### src/hw/aria_params.svh
`ifndef ARIA_PARAMS_SVH
`define ARIA_PARAMS_SVH

// Datapath and storage sizes
`define ARIA_DATA_WIDTH 16
`define ARIA_REG_COUNT  16
`define ARIA_IMEM_DEPTH 256
`define ARIA_DMEM_DEPTH 256

// Instruction fields
`define ARIA_OP_MSB  15
`define ARIA_OP_LSB  12
`define ARIA_RD_MSB  11
`define ARIA_RD_LSB  8
`define ARIA_RA_MSB  7
`define ARIA_RA_LSB  4
`define ARIA_RB_MSB  3
`define ARIA_RB_LSB  0
`define ARIA_IMM_MSB 7
`define ARIA_IMM_LSB 0

`endif

### src/hw/aria_pkg.sv
`default_nettype none

package aria_pkg;

`include "aria_params.svh"

    typedef logic [`ARIA_DATA_WIDTH-1:0] word_t;
    typedef logic [`ARIA_DATA_WIDTH-1:0] instr_t;
    typedef logic [$clog2(`ARIA_IMEM_DEPTH)-1:0] addr_t;
    typedef logic [$clog2(`ARIA_REG_COUNT)-1:0] reg_idx_t;
    typedef logic [3:0] flags_t;              // N Z C V

    localparam int FLAG_N = 3;
    localparam int FLAG_Z = 2;
    localparam int FLAG_C = 1;
    localparam int FLAG_V = 0;

    // Write-back source select
    localparam logic [1:0] WB_ALU = 2'd0;
    localparam logic [1:0] WB_MEM = 2'd1;
    localparam logic [1:0] WB_IMM = 2'd2;
    localparam logic [1:0] WB_SW  = 2'd3;

    typedef enum logic [3:0] {
        ADD  = 4'd0,  SUB  = 4'd1,  AND  = 4'd2,  ORR  = 4'd3,
        EOR  = 4'd4,  LSL  = 4'd5,  LSR  = 4'd6,  ASR  = 4'd7,
        MOVI = 4'd8,  ADDI = 4'd9,  LDR  = 4'd10, STR  = 4'd11,
        IN   = 4'd12, OUT  = 4'd13, BCC  = 4'd14, HLT  = 4'd15
    } opcode_t;

    typedef enum logic [3:0] {
        AL = 4'd0, EQ = 4'd1, NE = 4'd2, MI = 4'd3, CS = 4'd4
    } cond_t;

    typedef enum logic [2:0] {
        IDLE, FETCH, DECODE, EXECUTE, WRITEBACK, HALTED
    } state_t;

endpackage

`default_nettype wire

### src/hw/aria_pc.sv
`timescale 1ns/1ps
`default_nettype none

module aria_pc (
    input  logic            clock,
    input  logic            rst_n,
    input  logic            pc_step,
    input  logic            pc_load,
    input  aria_pkg::word_t offset,
    output aria_pkg::addr_t pc
);
    import aria_pkg::*;

    addr_t pc_inc;
    addr_t branch_target;

    assign pc_inc        = pc + addr_t'(1);
    assign branch_target = pc_inc + offset[$bits(addr_t)-1:0];   // Wraps within memory

    always_ff @(posedge clock) begin
        if (!rst_n) begin
            pc <= '0;
        end else if (pc_load) begin
            pc <= branch_target;
        end else if (pc_step) begin
            pc <= pc_inc;
        end
    end

endmodule

`default_nettype wire

### config.mk
export PLATFORM = sky130hd
export DESIGN_NAME = aria_pc
export DESIGN_NICKNAME = d
export VERILOG_FILES = /design/src/hw/aria_pkg.sv /design/src/hw/aria_pc.sv
export VERILOG_INCLUDE_DIRS = /design/src /design/src/hw
export SDC_FILE = /design/constraint.sdc
export NUM_CORES = 1
export LEC_CHECK = 0
export BUFFER_PORTS_ARGS = -buffer_cell sky130_fd_sc_hd__buf_2
export CAP_MARGIN = 15
export CORE_MARGIN = 3
export CORE_UTILIZATION = 45
export CTS_CLUSTER_SIZE = 30
export DETAILED_ROUTE_END_ITERATION = 10
export PLACE_DENSITY = 0.75
export SETUP_SLACK_MARGIN = 0.4
export SYNTH_ARGS = -nofsm -noshare
export SYNTH_HDL_FRONTEND = slang
export SYNTH_SLANG_ARGS = --single-unit
### constraint.sdc
create_clock -name clock -period 2.6 [get_ports clock]
set_input_delay 0.39 -clock clock [delete_from_list [all_inputs] [get_ports clock]]
set_output_delay 0.39 -clock clock [all_outputs]
set_load 0.005 [all_outputs]
======== After elaboration in Yosys (flattened, before gate mapping) ========
Cells that the tools add are included.
storage, ports and cells
  bits in latches ......................... 0
  register bits after elaboration ......... 8
  input port bits ......................... 20
  RAM bits ................................ 0
  output and inout bits ................... 8
  memories kept ........................... 0
  memory bits (read-only) ................. 0
cells by class
  reduce and logical (&&, ||, !) cells .... 1
  mux-type cells .......................... 2
  divide/modulo/power cells ............... 0
  $add $sub $neg .......................... 2
  equality and inequality tests ........... 0
  shift operators ......................... 0
  $lt $le $gt $ge ......................... 0
  bitwise logic cells ..................... 0
  $mul .................................... 0
operators with widths
  cell                   number
  $mux W8                2
  $add A8 B1 Y8 const B  1
  $add A8 B8 Y8          1
  $reduce_bool A2 Y1     1

======== Depth between registers and ports, before layout ========
Gate-level depths: netlist of the first run.
  depth after elaboration ................. 3
  depth in mapped cells ................... 11
  gate-level depth less buffers ........... 11

======== Worst setup path before layout of the first run ========
No wires, ideal clock.
  path kind ............................... register to register
  start ................................... reg pc[0]
  end ..................................... reg pc[7]
  period minus slack after synthesis ...... 2607 ps
  setup time .............................. 127 ps
  setup slack ............................. -7 ps
  stages on the path, launching flop included .. 12
  arrival ................................. 2480 ps
  required time ........................... 2473 ps
  path through ............................ dfxtp_1 > ha_1 > and3_1 > and3_1 > xor2_1 > ha_1 > nand2_1 > a211oi_1 > mux2_2 > o211ai_2 > o31ai_1 > mux2i_1
on the way
  cells in the longest elaborated chain, start to end .. 3
  elaborated cells between the ends (all ways) .. 4
RTL lines
  item                                      line                          text
  start, declared                           aria_pc.sv:10                 output aria_pkg::addr_t pc
  start signal, assigned                    aria_pc.sv:24                 pc <= branch_target;
  start signal, assigned                    aria_pc.sv:26                 pc <= pc_inc;
  $add A8 B1 Y8 *                           aria_pc.sv:17                 assign pc_inc = pc + addr_t'(1);
  $add A8 B8 Y8 or $mux W8 (tied branches)  aria_pc.sv:18, aria_pc.sv:25
  $mux W8 *                                 aria_pc.sv:23                 end else if (pc_load) begin
Mark *: on every way between the ends. The rest lies on a longest branch, timed or not. The select of a mux whose other input is x is not followed.
A chain may end at the register's enable or synchronous reset.

======== Final worst setup path of the first run ========
Same ends and word-level chain as after synthesis.

==> impl_metrics.env, run 1 <==
export IMPL_async_flop_share=0
export IMPL_cpLargestDelayFamily="adder cells"
export IMPL_synth_nets=132
export IMPL_area_growth_pct=37.3
export IMPL_yosysSeqAreaShare=0.187
export IMPL_critical_path_arrival_ps=2560
export IMPL_cts_sinks=8
export IMPL_grt_pass1_wl_um=3330
export IMPL_path_class="flop to flop"
export IMPL_fillers=165
export IMPL_place_gp_congestion=0.752
export IMPL_crit_chain="ha_4 -> and3_4 -> and3_4 -> xor2_4 -> ha_4 -> nand2_4 -> a211oi_2 -> mux2_4 -> o211ai_4 -> o31ai_4 -> mux2i_1"
export IMPL_crit_slowest_cell="dfxtp_4"
export IMPL_min_delay_path_class="input port to flop"
export IMPL_grt_pass1_vias=826
export IMPL_ys_ff_latch=8
export IMPL_reg_largest_list="pc: 8 flops"
export IMPL_status="complete, no violations"
export IMPL_syn_area_um2=855
export IMPL_endpoint_kind="flop"
export IMPL_holdWs_ps=460
export IMPL_post_place_ws_ps=86.1
export IMPL_tns_ps=0
export IMPL_largest_reg_flops=8
export IMPL_start_kind="flop"
export IMPL_nNetsFinal=161
export IMPL_numCtsBuffers=3
export IMPL_die_y_um=49.6
export IMPL_syn_inst=102
export IMPL_fp_coreArea_um2=1760
export IMPL_drive_above_1_share=0.403
export IMPL_finalWorstSetupSlack_ps=179
export IMPL_crit_reg2reg_launch="pc[0]$_SDFFE_PN0P_"
export IMPL_antenna_found_initial=0
export IMPL_ys_flop_type="dfxtp_1"
export IMPL_track_usage=0.173
export IMPL_timing_fmax_ghz=0.413
export IMPL_place_inst=146
export IMPL_powerDensity_nw_per_um2=519
export IMPL_hpwl_um=1550
export IMPL_cts_tree="yes"
export IMPL_routedWlPerCell_um=13.2
export IMPL_path_clk_slew_ps=50
export IMPL_start_util=0.484
export IMPL_synth_distinct_cells=34
export IMPL_cts_path_max_buffers=2
export IMPL_drt_iter0_drc=7
export IMPL_placementRows=15
export IMPL_max_stage_delay_ps=360
export IMPL_routed_wl_um=2030
export IMPL_final_cells=154
export IMPL_setup_viol=0
export IMPL_r2r_slack_ps=180
export IMPL_port_buffers=19
export IMPL_vias=845
export IMPL_vias_per_cell=5.49
export IMPL_min_delay_path_depth=2
export IMPL_p_leak_nw=0.564
export IMPL_relSlewSlack=0.770
export IMPL_fin_skew_ps=6.39
export IMPL_min_period_ps=2420
export IMPL_antenna_left=0
export IMPL_path_max_fanout=4
export IMPL_cp_required_ps=2740
export IMPL_multi_input_area_um2=785
export IMPL_clock_latency_ps=250
export IMPL_grt_setup_unrepaired="yes"
export IMPL_top_register="pc"
export IMPL_pin_count=28
export IMPL_reg2regPathDepth=11
export IMPL_crit_buf_inv=0
export IMPL_rr_endpoint="pc[7]$_SDFFE_PN0P_"
export IMPL_maxCapViolCount=0
export IMPL_worstSetupPathDepth=11
export IMPL_dieWidth_um=49.6
export IMPL_diodes=0
export IMPL_vdd_drop_max_mv=0.397
export IMPL_worst_pin_slew_ps=343
export IMPL_finalHoldViolations=0
export IMPL_h_tree_depth=1
export IMPL_grt_start_max_net_pins=16
export IMPL_worst_hold_path_endpoint="pc[2]$_SDFFE_PN0P_"
export IMPL_root_buffer="clkbuf_4"
export IMPL_crit_start="pc[0]$_SDFFE_PN0P_"
export IMPL_maxSlewViolCount=0
export IMPL_drc=0
export IMPL_grt_overflow_total=0
export IMPL_synth_edff_count=0
export IMPL_dieArea_um2=2460
export IMPL_ys_warnings_count=0
export IMPL_ctsHoldBuffers=0
export IMPL_seq_area_um2=169
export IMPL_finalCritPeriodShare=0.931
export IMPL_synth_avg_cell_area_um2=8.38
export IMPL_firstDrtPassIters=4
export IMPL_worstHoldStart="rst_n"
==> area by class of cell <==
cell class	instances	share of cell area
multi-input cells	88	0.668
flip-flops and latches	8	0.144
repair buffers	27	0.132
well taps	25	0.0267
clock buffers	3	0.0192
inverters	3	0.00959
==> timing repair <==
| item | in CTS | in global routing |
|---|---|---|
| endpoints found under the setup margin | 3 | 3 |
| endpoints found under the hold margin | 0 | 0 |
| pin swaps | 6 | 9 |
| buffers inserted | 4 | 1 |
| gates resized for setup | 4 | 11 |
==> stage by stage <==
step,total power [mW],area (µm²),utilization
2_1_floorplan,0.385,900,-
3_3_place_gp,0.455,1030,0.582
3_5_place_dp,0.465,1030,0.582
4_1_cts,0.583,1110,0.627
5_1_grt,0.660,1170,0.665
6_report,0.609,1170,0.665
==> power breakdown <==
part           switching (mW)  internal [mW]
clock network          0.0396         0.0526
registers              0.0260          0.144
logic                   0.167          0.180
==> how the worst max path moves through the flow <==
stage                         end
3_5_place_dp   pc[6]$_SDFFE_PN0P_
6_report       pc[7]$_SDFFE_PN0P_
3_3_place_gp   pc[6]$_SDFFE_PN0P_
5_1_grt        pc[7]$_SDFFE_PN0P_
4_1_cts        pc[7]$_SDFFE_PN0P_
2_1_floorplan  pc[7]$_SDFFE_PN0P_
==> cells in the final DEF (no fill, tap or decap), drive strengths merged, types with 2 or more instances in the layout <==
| cell type | synthesis | layout |
|---|---|---|
| dfxtp | 8 | 8 |
| o211a | 5 | 5 |
| inv | 3 | 3 |
| ha | 9 | 9 |
| o21ai | 2 | 2 |
| nand3 | 6 | 6 |
| buf | 1 | 27 |
| xnor2 | 7 | 7 |
| o211ai | 4 | 4 |
| a21o | 3 | 3 |
| nor2b | 2 | 2 |
| a21oi | 6 | 6 |
| nand3b | 2 | 2 |
| xor2 | 7 | 7 |
| mux2i | 3 | 3 |
| and3 | 5 | 5 |
| nor2 | 2 | 2 |
| nand2 | 15 | 15 |
| clkbuf | 1 | 3 |
==> metal layers <==
metal  track usage  share of wire  vias up  wire length (µm)
li1              -              -      425                 -
met4        0.0230              0        0                 0
met2         0.311           0.51       25              1040
met1         0.197           0.43      395               865
met3        0.0634          0.062        0               126
met5             0              0        -                 0
==> cell families after synthesis <==
family | synth area share
multiplexers | 0.0483
XOR/XNOR | 0.143
adder cells (fa/ha/maj) | 0.155
buffers and inverters | 0.0381
flip-flops | 0.187
AND/OR/NAND/NOR | 0.211
AO/OA/AOI/OAI | 0.217
==> synthesized netlist by cell type (all sizes together) (2+ instances only) <==
library cell / instances / area share
and3: 5 / 0.038
ha: 9 / 0.13
nand2: 15 / 0.066
o211ai: 4 / 0.041
mux2i: 3 / 0.035
nand3: 6 / 0.035
nor2: 2 / 0.0088
o21ai: 2 / 0.012
xnor2: 7 / 0.072
xor2: 7 / 0.072
a21o: 3 / 0.028
o211a: 5 / 0.059
nor2b: 2 / 0.015
dfxtp: 8 / 0.19
a21oi: 6 / 0.040
nand3b: 2 / 0.018
inv: 3 / 0.013
==> worst register-to-register path: stages (launching register included) <==
cell	delay [ps]
dfxtp_4	360
ha_4	160
and3_4	180
and3_4	200
xor2_4	160
ha_4	310
nand2_4	50
a211oi_2	170
mux2_4	330
o211ai_4	180
o31ai_4	100
mux2i_1	120
Power figures use the tool's default switching activity.
==> inputs of run 2 (changes only) <==
MAX_ROUTING_LAYER = met4   (was default)
==> impl_metrics.env, run 2 (synthesis gave the netlist of run 1 again) <==
export IMPL_relSlewSlack=0.769
export IMPL_grt_start_max_net_pins=16
export IMPL_clock_latency_ps=250
export IMPL_crit_reg2reg_launch="pc[0]$_SDFFE_PN0P_"
export IMPL_cp_required_ps=2740
export IMPL_h_tree_depth=1
export IMPL_max_stage_delay_ps=360
export IMPL_numCtsBuffers=3
export IMPL_r2r_slack_ps=180
export IMPL_p_seq_frac=0.278
export IMPL_pin_count=28
export IMPL_port_buffers=19
export IMPL_cts_path_max_buffers=2
export IMPL_reg2regPathDepth=11
export IMPL_grt_setup_unrepaired="yes"
export IMPL_dieArea_um2=2460
export IMPL_antenna_left=0
export IMPL_path_class="flop to flop"
export IMPL_crit_chain="ha_4 -> and3_4 -> and3_4 -> xor2_4 -> ha_4 -> nand2_4 -> a211oi_2 -> mux2_4 -> o211ai_4 -> o31ai_4 -> mux2i_1"
export IMPL_cpLargestDelayFamily="adder cells"
export IMPL_layout_common_cells="buf_2, nand2_1, buf_4, xnor2_1"
export IMPL_rr_endpoint="pc[7]$_SDFFE_PN0P_"
export IMPL_utilization=0.665
export IMPL_grt_pass1_wl_um=3350
export IMPL_start_kind="flop"
export IMPL_crit_slowest_cell="dfxtp_4"
export IMPL_antenna_found_initial=0
export IMPL_combinationalPowerShare=0.570
export IMPL_nNetsFinal=161
export IMPL_tns_ps=0
export IMPL_finalHoldViolations=0
export IMPL_placementRows=15
export IMPL_critical_path_arrival_ps=2560
export IMPL_diodes=0
export IMPL_min_period_ps=2420
export IMPL_dieWidth_um=49.6
export IMPL_routed_wl_um=2050
export IMPL_maxCapViolCount=0
export IMPL_root_buffer="clkbuf_4"
export IMPL_grt_overflow_total=0
export IMPL_endpoint_kind="flop"
export IMPL_drive_above_1_share=0.403
export IMPL_p_sw_frac=0.383
export IMPL_grt_pass1_vias=824
export IMPL_ctsHoldBuffers=0
export IMPL_power_net_switching_mw=0.233
export IMPL_die_y_um=49.6
export IMPL_vdd_drop_max_mv=0.396
export IMPL_place_gp_congestion=0.761
export IMPL_timing_fmax_ghz=0.412
export IMPL_crit_buf_inv=0
export IMPL_cts_sinks=8
export IMPL_powerDensity_nw_per_um2=519
export IMPL_worst_pin_slew_ps=345
export IMPL_drt_iter0_drc=7
export IMPL_top_register="pc"
export IMPL_drc=0
export IMPL_path_max_fanout=4
export IMPL_crit_start="pc[0]$_SDFFE_PN0P_"
export IMPL_track_usage=0.178
export IMPL_maxSlewViolCount=0
export IMPL_hpwl_um=1550
export IMPL_reg_largest_list="pc: 8 flops"
export IMPL_final_common_cell="buf_2"
export IMPL_worstSetupPathDepth=11
export IMPL_fillers=165
export IMPL_vias_per_cell=5.49
export IMPL_min_delay_path_class="input port to flop"
export IMPL_vias=845
export IMPL_finalCritPeriodShare=0.933
export IMPL_clockPowerShare=0.151
export IMPL_start_util=0.484
export IMPL_firstDrtPassIters=4
export IMPL_p_int_mw=0.376
export IMPL_routedWlPerCell_um=13.3
export IMPL_setup_viol=0
export IMPL_largest_reg_flops=8
export IMPL_fp_coreArea_um2=1760
export IMPL_cp_endpoint="pc[7]$_SDFFE_PN0P_"
export IMPL_cts_tree="yes"
export IMPL_fin_skew_ps=6.08
export IMPL_status="complete, no violations"
export IMPL_area_growth_pct=37.3
export IMPL_path_clk_slew_ps=50
export IMPL_p_leak_nw=0.564
## run 2: worst min-delay path by stage
stage                         endpoint  depth (start not counted)          startpoint  slack, ps
floorplan           pc[7]$_SDFFE_PN0P_                          2  pc[7]$_SDFFE_PN0P_        460
global placement    pc[7]$_SDFFE_PN0P_                          2  pc[7]$_SDFFE_PN0P_        450
CTS                 pc[6]$_SDFFE_PN0P_                          2               rst_n        440
global route        pc[2]$_SDFFE_PN0P_                          2               rst_n        440
finish              pc[2]$_SDFFE_PN0P_                          2               rst_n        460
detailed placement  pc[7]$_SDFFE_PN0P_                          2  pc[7]$_SDFFE_PN0P_        460
## run 2: area by class of cell
class	instances	area, µm²	share of cell area
clock buffer	3	22.5	0.0192
inverter	3	11.3	0.00959
multi-input combinational	88	785	0.668
sequential	8	169	0.144
tap	25	31.3	0.0267
timing repair buffer	27	155	0.132
## run 2: power groups by stage
stage | clock (mW) | sequential [mW] | combinational (mW)
final | 0.0921 | 0.170 | 0.347
after global routing | 0.107 | 0.173 | 0.380
after detailed placement | 0 | 0.169 | 0.297
after floorplan | 0 | 0.170 | 0.216
after CTS | 0.0971 | 0.166 | 0.320
after global placement | 0 | 0.168 | 0.287
## run 2: per-stage QoR
| step | power, mW | cell area (µm²) | hold WS, ps | instances | setup slack (ps) |
|---|---|---|---|---|---|
| 2_1_floorplan | 0.385 | 900 | 464 | 102 | 188 |
| 3_3_place_gp | 0.455 | 1030 | 453 | 146 | 122 |
| 3_5_place_dp | 0.465 | 1030 | 464 | 146 | 86.1 |
| 4_1_cts | 0.583 | 1110 | 445 | 153 | 119 |
| 5_1_grt | 0.660 | 1170 | 444 | 154 | 87.0 |
| 6_report | 0.609 | 1170 | 459 | 154 | 175 |
## run 2: per-layer routing
| layer | wire (µm) | vias to the layer above | global-route usage | part of all wire |
|---|---|---|---|---|
| met5 | 0 | - | - | 0 |
| met4 | 0 | 0 | 0.0230 | 0 |
| met3 | 121 | 0 | 0.0634 | 0.059 |
| met2 | 1030 | 24 | 0.311 | 0.50 |
| met1 | 896 | 396 | 0.199 | 0.44 |
| li1 | - | 425 | - | - |
## run 2: repair_timing
| action | in CTS | in global routing |
|---|---|---|
| pin swaps | 6 | 9 |
| buffers inserted | 4 | 1 |
| endpoints found under the setup margin | 3 | 3 |
| resized for setup | 4 | 11 |
==> inputs of run 3 (changes only) <==
ABC_AREA = 1   (was default)
==> impl_metrics.env, run 3 <==
export IMPL_powerDensity_nw_per_um2=475
export IMPL_total_power_mw=0.525
export IMPL_area_growth_pct=29.5
export IMPL_fillers=182
export IMPL_routed_wl_um=2110
export IMPL_endpoint_kind="flop"
export IMPL_clock_latency_ps=260
export IMPL_track_usage=0.169
export IMPL_numCtsBuffers=3
export IMPL_placementRows=15
export IMPL_hpwl_um=1570
export IMPL_path_clk_slew_ps=60
export IMPL_synth_common_cells="nand2_1, inv_1, nand3_1"
export IMPL_yosys_area_top_type="dfxtp_1"
export IMPL_grt_pass1_vias=801
export IMPL_cts_path_max_buffers=2
export IMPL_p_leak_nw=0.592
export IMPL_top_register="pc"
export IMPL_async_flop_share=0
export IMPL_diodes=0
export IMPL_finalHoldViolations=0
export IMPL_cts_sinks=8
export IMPL_cts_tree="yes"
export IMPL_vias_per_cell=5.19
export IMPL_cp_required_ps=2760
export IMPL_final_cells=183
export IMPL_vdd_drop_max_mv=0.347
export IMPL_fp_coreArea_um2=1760
export IMPL_reg_largest_list="pc: 8 flops"
export IMPL_largest_reg_flops=8
export IMPL_synth_top_area_frac=0.188
export IMPL_final_common_cell="nand2_1"
export IMPL_worst_pin_slew_ps=363
export IMPL_firstDrtPassIters=7
export IMPL_synth_most_common_cell="nand2_1"
export IMPL_antenna_found_initial=0
export IMPL_maxCapViolCount=0
export IMPL_finalCritPeriodShare=0.789
export IMPL_drt_iter0_drc=50
export IMPL_place_gp_congestion=0.855
export IMPL_drc=0
export IMPL_grt_pass1_wl_um=3190
export IMPL_timing_fmax_ghz=0.487
export IMPL_maxSlewViolCount=0
export IMPL_final_area_um2=1100
export IMPL_drive_above_1_share=0.285
export IMPL_syn_inst=135
export IMPL_start_kind="flop"
export IMPL_critical_path_arrival_ps=2210
export IMPL_ys_flop_type="dfxtp_1"
export IMPL_synth_area_leaders="dfxtp_1, nand2_1, ha_1"
export IMPL_path_class="flop to flop"
export IMPL_start_util=0.484
export IMPL_grt_overflow_total=0
export IMPL_min_period_ps=2050
export IMPL_antenna_left=0
export IMPL_placed_area_um2=968
export IMPL_grt_setup_unrepaired="no"
export IMPL_synth_nets=165
export IMPL_status="complete, no violations"
export IMPL_setup_viol=0
export IMPL_ys_ff_latch=8
export IMPL_layout_common_cells="nand2_1, inv_1, buf_2, nand3_1, a21oi_1"
export IMPL_place_inst=178
export IMPL_min_delay_path_class="input port to flop"
export IMPL_syn_area_um2=853
export IMPL_routedWlPerCell_um=11.5
export IMPL_relSlewSlack=0.758
export IMPL_pin_count=28
export IMPL_synth_edff_count=0
export IMPL_root_buffer="clkbuf_4"
export IMPL_path_max_fanout=6
export IMPL_dieWidth_um=49.5
export IMPL_h_tree_depth=1
export IMPL_ctsHoldBuffers=0
export IMPL_yosysSeqAreaShare=0.188
export IMPL_synth_distinct_cells=27
export IMPL_tns_ps=0
export IMPL_dieArea_um2=2450
export IMPL_nNetsFinal=190
export IMPL_port_buffers=19
export IMPL_vias=950
export IMPL_ys_warnings_count=0
export IMPL_die_y_um=49.5
export IMPL_fin_skew_ps=6.87
export IMPL_grt_start_max_net_pins=9
export IMPL_synth_avg_cell_area_um2=6.32
export IMPL_utilization=0.626
run 3: final timing paths:
check | from | end | slack [ps] | cells after the start
max | pc[0]$_SDFFE_PN0P_ | pc[7]$_SDFFE_PN0P_ | 550 | 16
min | rst_n | pc[1]$_SDFFE_PN0P_ | 370 | 3
max reg2reg | pc[0]$_SDFFE_PN0P_ | pc[7]$_SDFFE_PN0P_ | 550 | 16
min reg2reg | pc[5]$_SDFFE_PN0P_ | pc[5]$_SDFFE_PN0P_ | 510 | 2
run 3: power breakdown:
| group | internal (mW) | switching, mW |
|---|---|---|
| Clock | 0.0528 | 0.0418 |
| Sequential | 0.142 | 0.0309 |
| Combinational | 0.114 | 0.144 |
| Total | 0.309 | 0.217 |
run 3: metal layers:
layer  global-route usage  vias to the layer above  part of all wire
met5                    -                        -                 0
met4               0.0276                        0                 0
met3               0.0634                        0             0.056
met2                0.273                       33              0.49
met1                0.204                      426              0.46
li1                     -                      491                 -
run 3: kinds of logic after synthesis:
kind of cell             Yosys count  synth area share
AO/OA/AOI/OAI                     22             0.148
XOR/XNOR                           4            0.0411
adder cells (fa/ha/maj)           10             0.155
buffers and inverters             27             0.131
flip-flops                         8             0.188
AND/OR/NAND/NOR                   64             0.337
run 3: worst max-delay path, stage by stage (launching register included):
cell      delay, ps
dfxtp_4         390
ha_4            180
nand4_4          90
o21bai_1        210
o21ai_1          90
inv_1           110
ha_4            230
nand2_2          70
nand2_1          60
a21oi_2         120
nand2_1          70
nand2_2          80
nand3_2          50
nand2_1          60
nand3_1          60
nand2_1          60
inv_1            30
run 3: cell type report:
type | count | area, µm² | area share
repair buffers | 21 | 110 | 0.0997
multi-input cells | 100 | 669 | 0.606
inverters | 26 | 100 | 0.0906
clock buffers | 3 | 22.5 | 0.0204
well taps | 25 | 31.3 | 0.0283
flip-flops and latches | 8 | 171 | 0.155
run 3: metrics by stage:
| stage | worst slack [ps] | hold WS, ps |
|---|---|---|
| floorplan | 515 | 485 |
| global placement | 338 | 487 |
| detailed placement | 272 | 501 |
| CTS | 404 | 368 |
| global route | 410 | 394 |
| finish | 549 | 372 |
run 3: repair_timing:
action                     CTS  global route
buffers inserted             0             2
resized for setup            6            15
setup endpoints to repair    1             1
pin swaps                    2            10
